===== config.mk =====
export PLATFORM = sky130hd
export DESIGN_NAME = ncpu_msr_top
export DESIGN_NICKNAME = d
export VERILOG_FILES = /design/src/verilog/ncpu_msr_pkg.sv /design/src/verilog/ncpu_msr_cmd_decode.sv /design/src/verilog/ncpu_msr_file.sv /design/src/verilog/ncpu_msr_read.sv /design/src/verilog/ncpu_msr_top.sv
export SDC_FILE = /design/constraint.sdc
export NUM_CORES = 1
export LEC_CHECK = 0
export BUFFER_PORTS_ARGS = -buffer_cell sky130_fd_sc_hd__buf_2
export CAP_MARGIN = 20
export CORE_ASPECT_RATIO = 0.9
export CORE_MARGIN = 2
export CORE_UTILIZATION = 54
export CTS_BUF_LIST = sky130_fd_sc_hd__clkbuf_16
export DETAILED_ROUTE_END_ITERATION = 16
export HOLD_SLACK_MARGIN = 0.02
export PLACE_DENSITY = 0.88
export SETUP_SLACK_MARGIN = 0.4
export SYNTH_ARGS = -nofsm -noshare
export SYNTH_HDL_FRONTEND = slang
export SYNTH_SLANG_ARGS = --single-unit

===== constraint.sdc =====
create_clock -name clk -period 3.6 [get_ports clk]
set_clock_uncertainty 0.15 [all_clocks]
set_input_delay 0.72 -clock clk [delete_from_list [all_inputs] [get_ports clk]]
set_output_delay 0.72 -clock clk [all_outputs]
set_load 0.01 [all_outputs]

===== src/verilog/ncpu_msr_pkg.sv =====
// Widths, register addresses, PSR bit positions, reset and ID constants, MSR structs
`default_nettype none

package ncpu_msr_pkg;

   localparam int WORD_W = 32;
   localparam int PSR_W  = 10;

   typedef logic [WORD_W-1:0] word_t;
   typedef logic [PSR_W-1:0]  psr_t;

   // Register addresses, codes 6 and 7 are unmapped
   typedef enum logic [2:0] {
      MSR_PSR    = 3'd0,
      MSR_CPUID  = 3'd1,
      MSR_EPSR   = 3'd2,
      MSR_EPC    = 3'd3,
      MSR_ELSA   = 3'd4,
      MSR_COREID = 3'd5
   } msr_addr_t;

   // PSR field positions
   localparam int PSR_CC   = 0;
   localparam int PSR_RM   = 4;
   localparam int PSR_IRE  = 5;
   localparam int PSR_IMME = 6;
   localparam int PSR_DMME = 7;

   // Implemented PSR bits, the rest read zero
   localparam psr_t PSR_USED_MASK = psr_t'((1 << PSR_CC) | (1 << PSR_RM) | (1 << PSR_IRE) |
                                           (1 << PSR_IMME) | (1 << PSR_DMME));

   // Root mode on, everything else off
   localparam psr_t PSR_RESET = psr_t'(1 << PSR_RM);

   // CPUID fields
   localparam logic [7:0] CPUID_VER   = 8'd1;
   localparam logic [9:0] CPUID_REV   = 10'd0;
   localparam logic       CPUID_FIMM  = 1'b1;
   localparam logic       CPUID_FDMM  = 1'b1;
   localparam logic       CPUID_FICA  = 1'b0;
   localparam logic       CPUID_FDCA  = 1'b0;
   localparam logic       CPUID_FDBG  = 1'b0;
   localparam logic       CPUID_FFPU  = 1'b0;
   localparam logic       CPUID_FIRQC = 1'b1;
   localparam logic       CPUID_FTSC  = 1'b1;

   localparam word_t CPUID_WORD = word_t'({CPUID_FTSC, CPUID_FIRQC, CPUID_FFPU, CPUID_FDBG,
                                           CPUID_FDCA, CPUID_FICA, CPUID_FDMM, CPUID_FIMM,
                                           CPUID_REV, CPUID_VER});

   localparam word_t COREID_WORD = '0;

   // Write command from decoder to register file
   typedef struct packed {
      logic  cc_we;
      logic  cc_nxt;
      logic  rm_we;
      logic  rm_nxt;
      logic  ire_we;
      logic  ire_nxt;
      logic  imme_we;
      logic  imme_nxt;
      logic  dmme_we;
      logic  dmme_nxt;
      logic  epsr_we;
      psr_t  epsr_nxt;
      logic  epc_we;
      word_t epc_nxt;
      logic  elsa_we;
      word_t elsa_nxt;
   } msr_wcmd_t;

   // Registered contents, no bypass
   typedef struct packed {
      psr_t  psr_q;
      psr_t  epsr_q;
      word_t epc_q;
      word_t elsa_q;
   } msr_state_t;

endpackage

`default_nettype wire


===== src/verilog/ncpu_msr_cmd_decode.sv =====
// MSR command decoder: software writes, exception entry and return to write strobes
`timescale 1ns/10ps
`default_nettype none

module ncpu_msr_cmd_decode (
   input  wire                            clk,
   input  wire                            arst_n,
   // Software write port
   input  wire                            msr_we,
   input  wire ncpu_msr_pkg::msr_addr_t   msr_waddr,
   input  wire ncpu_msr_pkg::word_t       msr_wdat,
   // Exception control
   input  wire                            exp_ent,
   input  wire ncpu_msr_pkg::word_t       exp_pc,
   input  wire ncpu_msr_pkg::word_t       exp_lsa,
   input  wire                            eret,
   // Registered state from the file
   input  wire ncpu_msr_pkg::msr_state_t  state,
   output ncpu_msr_pkg::msr_wcmd_t        wcmd
);
   import ncpu_msr_pkg::*;

   logic psr_sel;
   logic epsr_sel;
   logic epc_sel;
   logic elsa_sel;
   logic psr_upd;
   psr_t psr_src;

   // Address decode, CPUID, COREID and unmapped codes select nothing
   assign psr_sel  = msr_we && (msr_waddr == MSR_PSR);
   assign epsr_sel = msr_we && (msr_waddr == MSR_EPSR);
   assign epc_sel  = msr_we && (msr_waddr == MSR_EPC);
   assign elsa_sel = msr_we && (msr_waddr == MSR_ELSA);

   // Return from exception wins over a software PSR write
   assign psr_upd = psr_sel | eret;
   assign psr_src = eret ? state.epsr_q : msr_wdat[PSR_W-1:0];

   always_comb begin
      wcmd = '0;

      // All PSR fields move together
      wcmd.cc_we    = psr_upd;
      wcmd.cc_nxt   = psr_src[PSR_CC];
      wcmd.rm_we    = psr_upd;
      wcmd.rm_nxt   = psr_src[PSR_RM];
      wcmd.ire_we   = psr_upd;
      wcmd.ire_nxt  = psr_src[PSR_IRE];
      wcmd.imme_we  = psr_upd;
      wcmd.imme_nxt = psr_src[PSR_IMME];
      wcmd.dmme_we  = psr_upd;
      wcmd.dmme_nxt = psr_src[PSR_DMME];

      // Save registers, exception entry overrides software
      wcmd.epsr_we = epsr_sel | exp_ent;
      if (exp_ent) begin
         wcmd.epsr_nxt = state.psr_q;
      end else begin
         wcmd.epsr_nxt = msr_wdat[PSR_W-1:0] & PSR_USED_MASK;
      end

      wcmd.epc_we  = epc_sel | exp_ent;
      wcmd.epc_nxt = exp_ent ? exp_pc : msr_wdat;

      wcmd.elsa_we  = elsa_sel | exp_ent;
      wcmd.elsa_nxt = exp_ent ? exp_lsa : msr_wdat;
   end

   // Entering and leaving an exception in one cycle has no defined meaning
   a_no_ent_and_ret: assert property (
      @(posedge clk) disable iff (!arst_n)
      !(exp_ent && eret)
   ) else $error("exp_ent and eret asserted together");

endmodule

`default_nettype wire


===== src/verilog/ncpu_msr_file.sv =====
// MSR register file: PSR bits and EPSR, EPC, ELSA with same-cycle bypass and unloaded view
`timescale 1ns/10ps
`default_nettype none

module ncpu_msr_file (
   input  wire                            clk,
   input  wire                            arst_n,
   input  wire                            exp_ent,
   input  wire ncpu_msr_pkg::msr_wcmd_t   wcmd,
   output ncpu_msr_pkg::msr_state_t       state,
   output ncpu_msr_pkg::psr_t             psr,
   output ncpu_msr_pkg::psr_t             psr_nold,
   output ncpu_msr_pkg::psr_t             epsr,
   output ncpu_msr_pkg::word_t            epc,
   output ncpu_msr_pkg::word_t            elsa
);
   import ncpu_msr_pkg::*;

   logic  cc_q;
   logic  rm_q;
   logic  ire_q;
   logic  imme_q;
   logic  dmme_q;
   psr_t  epsr_q;
   word_t epc_q;
   word_t elsa_q;

   // Exception entry load applied on top of the decoder command
   logic rm_we;
   logic rm_nxt;
   logic ire_we;
   logic ire_nxt;
   logic imme_we;
   logic imme_nxt;
   logic dmme_we;
   logic dmme_nxt;

   // Place the five fields at their PSR positions
   function automatic psr_t pack_psr(input logic cc, input logic rm, input logic ire,
                                     input logic imme, input logic dmme);
      psr_t p;
      p           = '0;
      p[PSR_CC]   = cc;
      p[PSR_RM]   = rm;
      p[PSR_IRE]  = ire;
      p[PSR_IMME] = imme;
      p[PSR_DMME] = dmme;
      return p;
   endfunction

   // Exception entry: root mode on, interrupts and MMUs off, cc untouched
   assign rm_we    = wcmd.rm_we | exp_ent;
   assign rm_nxt   = wcmd.rm_nxt | exp_ent;
   assign ire_we   = wcmd.ire_we | exp_ent;
   assign ire_nxt  = wcmd.ire_nxt & ~exp_ent;
   assign imme_we  = wcmd.imme_we | exp_ent;
   assign imme_nxt = wcmd.imme_nxt & ~exp_ent;
   assign dmme_we  = wcmd.dmme_we | exp_ent;
   assign dmme_nxt = wcmd.dmme_nxt & ~exp_ent;

   always_ff @(posedge clk or negedge arst_n) begin
      if (!arst_n) begin
         cc_q   <= PSR_RESET[PSR_CC];
         rm_q   <= PSR_RESET[PSR_RM];
         ire_q  <= PSR_RESET[PSR_IRE];
         imme_q <= PSR_RESET[PSR_IMME];
         dmme_q <= PSR_RESET[PSR_DMME];
         epsr_q <= '0;
         epc_q  <= '0;
         elsa_q <= '0;
      end else begin
         if (wcmd.cc_we) cc_q <= wcmd.cc_nxt;
         if (rm_we) rm_q <= rm_nxt;
         if (ire_we) ire_q <= ire_nxt;
         if (imme_we) imme_q <= imme_nxt;
         if (dmme_we) dmme_q <= dmme_nxt;
         if (wcmd.epsr_we) epsr_q <= wcmd.epsr_nxt;
         if (wcmd.epc_we) epc_q <= wcmd.epc_nxt;
         if (wcmd.elsa_we) elsa_q <= wcmd.elsa_nxt;
      end
   end

   // Registered values back to the decoder
   assign state.psr_q  = pack_psr(cc_q, rm_q, ire_q, imme_q, dmme_q);
   assign state.epsr_q = epsr_q;
   assign state.epc_q  = epc_q;
   assign state.elsa_q = elsa_q;

   // Bypassed view including the exception load
   assign psr = pack_psr(wcmd.cc_we ? wcmd.cc_nxt : cc_q,
                         rm_we ? rm_nxt : rm_q,
                         ire_we ? ire_nxt : ire_q,
                         imme_we ? imme_nxt : imme_q,
                         dmme_we ? dmme_nxt : dmme_q);

   // Same view without the exception load
   assign psr_nold = pack_psr(wcmd.cc_we ? wcmd.cc_nxt : cc_q,
                              wcmd.rm_we ? wcmd.rm_nxt : rm_q,
                              wcmd.ire_we ? wcmd.ire_nxt : ire_q,
                              wcmd.imme_we ? wcmd.imme_nxt : imme_q,
                              wcmd.dmme_we ? wcmd.dmme_nxt : dmme_q);

   assign epsr = wcmd.epsr_we ? wcmd.epsr_nxt : epsr_q;
   assign epc  = wcmd.epc_we ? wcmd.epc_nxt : epc_q;
   assign elsa = wcmd.elsa_we ? wcmd.elsa_nxt : elsa_q;

   // Reserved bits of the saved status word stay clear
   a_epsr_reserved_zero: assert property (
      @(posedge clk) disable iff (!arst_n)
      (epsr & ~PSR_USED_MASK) == '0
   ) else $error("reserved EPSR bit set");

endmodule

`default_nettype wire


===== src/verilog/ncpu_msr_read.sv =====
// MSR read port: address-selected register contents onto the read data bus
`timescale 1ns/10ps
`default_nettype none

module ncpu_msr_read (
   input  wire ncpu_msr_pkg::msr_addr_t   msr_raddr,
   // Bypassed views from the register file
   input  wire ncpu_msr_pkg::psr_t        psr,
   input  wire ncpu_msr_pkg::psr_t        epsr,
   input  wire ncpu_msr_pkg::word_t       epc,
   input  wire ncpu_msr_pkg::word_t       elsa,
   output ncpu_msr_pkg::word_t            msr_rdat
);
   import ncpu_msr_pkg::*;

   word_t psr_word;
   word_t epsr_word;

   // Status words widened to the bus
   assign psr_word  = {{(WORD_W-PSR_W){1'b0}}, psr};
   assign epsr_word = {{(WORD_W-PSR_W){1'b0}}, epsr};

   always_comb begin
      case (msr_raddr)
         MSR_PSR: begin
            msr_rdat = psr_word;
         end
         MSR_CPUID: begin
            msr_rdat = CPUID_WORD;
         end
         MSR_EPSR: begin
            msr_rdat = epsr_word;
         end
         MSR_EPC: begin
            msr_rdat = epc;
         end
         MSR_ELSA: begin
            msr_rdat = elsa;
         end
         MSR_COREID: begin
            msr_rdat = COREID_WORD;
         end
         // Unmapped codes
         default: begin
            msr_rdat = '0;
         end
      endcase
   end

endmodule

`default_nettype wire


===== src/verilog/ncpu_msr_top.sv =====
// MSR block top level: decoder, register file and read port
`timescale 1ns/10ps
`default_nettype none

module ncpu_msr_top (
   input  wire                            clk,
   input  wire                            arst_n,
   // Software write
   input  wire                            msr_we,
   input  wire ncpu_msr_pkg::msr_addr_t   msr_waddr,
   input  wire ncpu_msr_pkg::word_t       msr_wdat,
   // Exception entry and return
   input  wire                            exp_ent,
   input  wire ncpu_msr_pkg::word_t       exp_pc,
   input  wire ncpu_msr_pkg::word_t       exp_lsa,
   input  wire                            eret,
   // Read port
   input  wire ncpu_msr_pkg::msr_addr_t   msr_raddr,
   output wire ncpu_msr_pkg::word_t       msr_rdat,
   // Status word views
   output wire ncpu_msr_pkg::psr_t        psr,
   output wire ncpu_msr_pkg::psr_t        psr_nold
);
   import ncpu_msr_pkg::*;

   wire msr_wcmd_t  wcmd;
   wire msr_state_t state;
   wire psr_t       epsr;
   wire word_t      epc;
   wire word_t      elsa;

   ncpu_msr_cmd_decode u_decode (
      .clk       (clk),
      .arst_n    (arst_n),
      .msr_we    (msr_we),
      .msr_waddr (msr_waddr),
      .msr_wdat  (msr_wdat),
      .exp_ent   (exp_ent),
      .exp_pc    (exp_pc),
      .exp_lsa   (exp_lsa),
      .eret      (eret),
      .state     (state),
      .wcmd      (wcmd)
   );

   ncpu_msr_file u_file (
      .clk      (clk),
      .arst_n   (arst_n),
      .exp_ent  (exp_ent),
      .wcmd     (wcmd),
      .state    (state),
      .psr      (psr),
      .psr_nold (psr_nold),
      .epsr     (epsr),
      .epc      (epc),
      .elsa     (elsa)
   );

   ncpu_msr_read u_read (
      .msr_raddr (msr_raddr),
      .psr       (psr),
      .epsr      (epsr),
      .epc       (epc),
      .elsa      (elsa),
      .msr_rdat  (msr_rdat)
   );

endmodule

`default_nettype wire

==> results.md <==
* WP data required at around 2700 ps
* Die area at 8720 um2
* Synthesized area at 4310 um2
* Reg-to-reg startpoint: u_file.epsr_q[4]
* Reg-to-Reg End: u_file.rm_q
* Drt wl/cell at about 16 um
* Clk sink count at a little under 80
* Maximum vdd drop at 0.255 mV
* Synth Instances at 443
* Most common cell in the netlist: mux2i_1
* Hold crit path type: in2async
* Storage element area at 1980 um2
* CTS buffer count at 9
* Vias at ~3800
* Worst EP arrival at 2280 ps
* P_int at ~1.7 mW
* Syn avg cell area at 9.74 um2
* Sequential Power Share at 43.9%
* Vias per cell at around 5.6
* Hold Vio Cnt, Final at 0
* P_leak at 2.89 nW
* Total gr overflow at 0
* Status: finished clean
* Fin crit share at 87.5%
* CP max FO at 16
* Drt pass-1 iters at 8
* Crit. End Element: output port
* Top-area cell type share of the netlist area at 45.2%
* Final Setup Violations at 0
* YS warnings at 0
* Vias in the first global route at 3770
* DRT antenna net count at 0
* Startpoint type of the worst setup path: input pin
* Placer Congestion at 0.887
* #FFs+latches synth at between 70 and 80
* EDFF count, synth at 0
* Die width at 98.2 um
* End of the critical path: msr_rdat[22]
* Row cnt at 30
* Remaining DRCs at 0
* Fillers at 596
* Leading area contributor after synthesis: dfrtp_1
* Pwr/cell area at 419 nW/um2
* Initial antenna violation count at 1
* Seq/Total Area, Yosys at 45.9%
* CP Launch Point: msr_waddr[0]
* Cts hold-fix bufs at 0
* Design Power at 2.27 mW
* Sw Pwr at 0.602 mW
* TritonCTS clock tree: built
* Area Growth Syn to Fin at 25.9%
* Dpl hpwl at 7730 um
* Max Cap Violations at 0
* Initial Util at 56.3%
* Peak Freq at 317 MHz
* Worst Reg2Reg Path Length in Cells at 3
* FFs w/ async S/R, synth at between 90% and 100%
* Layout cells sized above 1 at 29.8%
* Power share of the combinational group at 17.9%
* Tot GR Track Use at 25.7%
* Latest clock arrival within the worst-skew pair at approximately 320 ps
* Die H at 88.8 um
* Core area at 7660 um2
* Most frequent cells after synthesis: mux2i_1 (81), dfrtp_1 (78), nand2_1 (66)
* First-pass GRT wire length at 17800 um
* Final Slew Violations at 0
* Nets at between 600 and 700
* Port buffer count at 148
* Synth top area cells: dfrtp_1 (45%), mux2i_1 (19%), o21ai_0 (7.1%)
* Synth cell types at 39
* Detailed Route Iter0 Violations at 243
* Clk slew on worst S/H paths at 60 ps
* Reg2Reg Setup Slack at 2310 ps
* Total I/O pin count at ~160
* H-Tree Depth at 3
* Sw Share at 26.5%
* RSZ-0062 raised after global routing: true
* Total setup buffers inserted after CTS at 0
* Multi-input logic area at 2110 um2
* Setup TNS at 0 ps
* WL final at between 10000 and 15000 um
* Critical path class: in2out
* Ys flop type: dfrtp_1
* Root Driver: clkbuf_16
* Final Critical Period at 3150 ps
* Clk pwr share at 38.1%
* CTS Buffer Depth at 2
* Largest net degree at the start of global routing at 100
## state kept, by name (all words and copies together), names as in the netlist
register and count:
u_file.cc_q 1, u_file.ire_q 1, u_file.epc_q 32, u_file.epsr_q 10
u_file.imme_q 1, u_file.elsa_q 32, u_file.dmme_q 1, u_file.rm_q 1
## kinds of logic after synthesis
family          count (synthesis)  synth area share [%]
simple gates                  110                  11.7
flops                          79                  45.9
mux                            82                  19.1
other cells                     1                0.0869
compound gates                114                  16.8
buf+inv                        57                  6.53
## layer usage
metal / part of all wire [%] / vias to the layer above / GRT usage, %
met5: 0 / - / 0
li1: - / 1817 / -
met1: 43 / 1811 / 33.9
met4: 2.2 / 0 / 10.2
met2: 49 / 150 / 42.6
met3: 5.8 / 24 / 4.82
## power groups by stage
stage               logic (mW)  clock network [mW]  registers, mW
finish                   0.407               0.867          0.999
global placement         0.385                   0           1.01
floorplan                0.242                   0           1.00
CTS                      0.402               0.878          0.998
global route             0.454               0.919           1.01
detailed placement       0.399                   0           1.01
## worst max-delay path, stage by stage
cell and delay (ps):
buf_2 120, and4bb_4 440, buf_8 230, mux2i_1 230
o21ai_0 140, a22o_1 260, buf_2 130
## area by class of cell
cell class,count,area share [%]
diodes,1,0.0461
clock buffers,9,4.15
clock inverters,7,1.04
inverters,16,1.11
multi-input cells,316,38.8
flip-flops and latches,79,36.4
well taps,96,2.21
repair buffers,156,16.2
## cells in the final DEF (no fill, tap or decap), drive strengths merged, types with 4 or more instances in the layout
master  count
clkbuf      9
a32oi       5
o21ai      61
mux2i      81
dfrtp      78
conb       10
a21oi       7
nand3       6
nand2b      6
nor2       14
and2        6
a21o        4
buf       156
inv        18
nand2      66
o211ai      6
a22o       18
## how the worst min path moves through the flow
stage,depth (start not counted),endpoint,start,slack (ps)
floorplan,0,u_file.cc_q,arst_n,270
global placement,1,u_file.epsr_q[2],u_file.epsr_q[2],320
detailed placement,1,u_file.epsr_q[3],u_file.epsr_q[3],320
CTS,1,u_file.epsr_q[3],u_file.epsr_q[3],340
global route,1,u_file.elsa_q[26],arst_n,200
finish,1,u_file.elsa_q[26],arst_n,170
## what timing repair did
action / 4_1_cts / 5_1_grt
setup endpoints to repair: 9 / 24
resized for setup: 2 / 7
pin swaps: 0 / 0
## metrics by stage
| step | hold WS (ps) | setup WS (ps) | utilization, % | cell area [um2] | instances |
|---|---|---|---|---|---|
| after CTS | 341 | 393 | 70.2 | 5380 | 678 |
| after detailed placement | 325 | 338 | 66.5 | 5090 | 662 |
| after global placement | 325 | 400 | 66.5 | 5090 | 662 |
| after global routing | 203 | 336 | 70.9 | 5430 | 680 |
| after floorplan | 274 | 685 | - | 4350 | 452 |
| final | 170 | 450 | 70.9 | 5430 | 680 |
(Power assumes the default switching activity.)
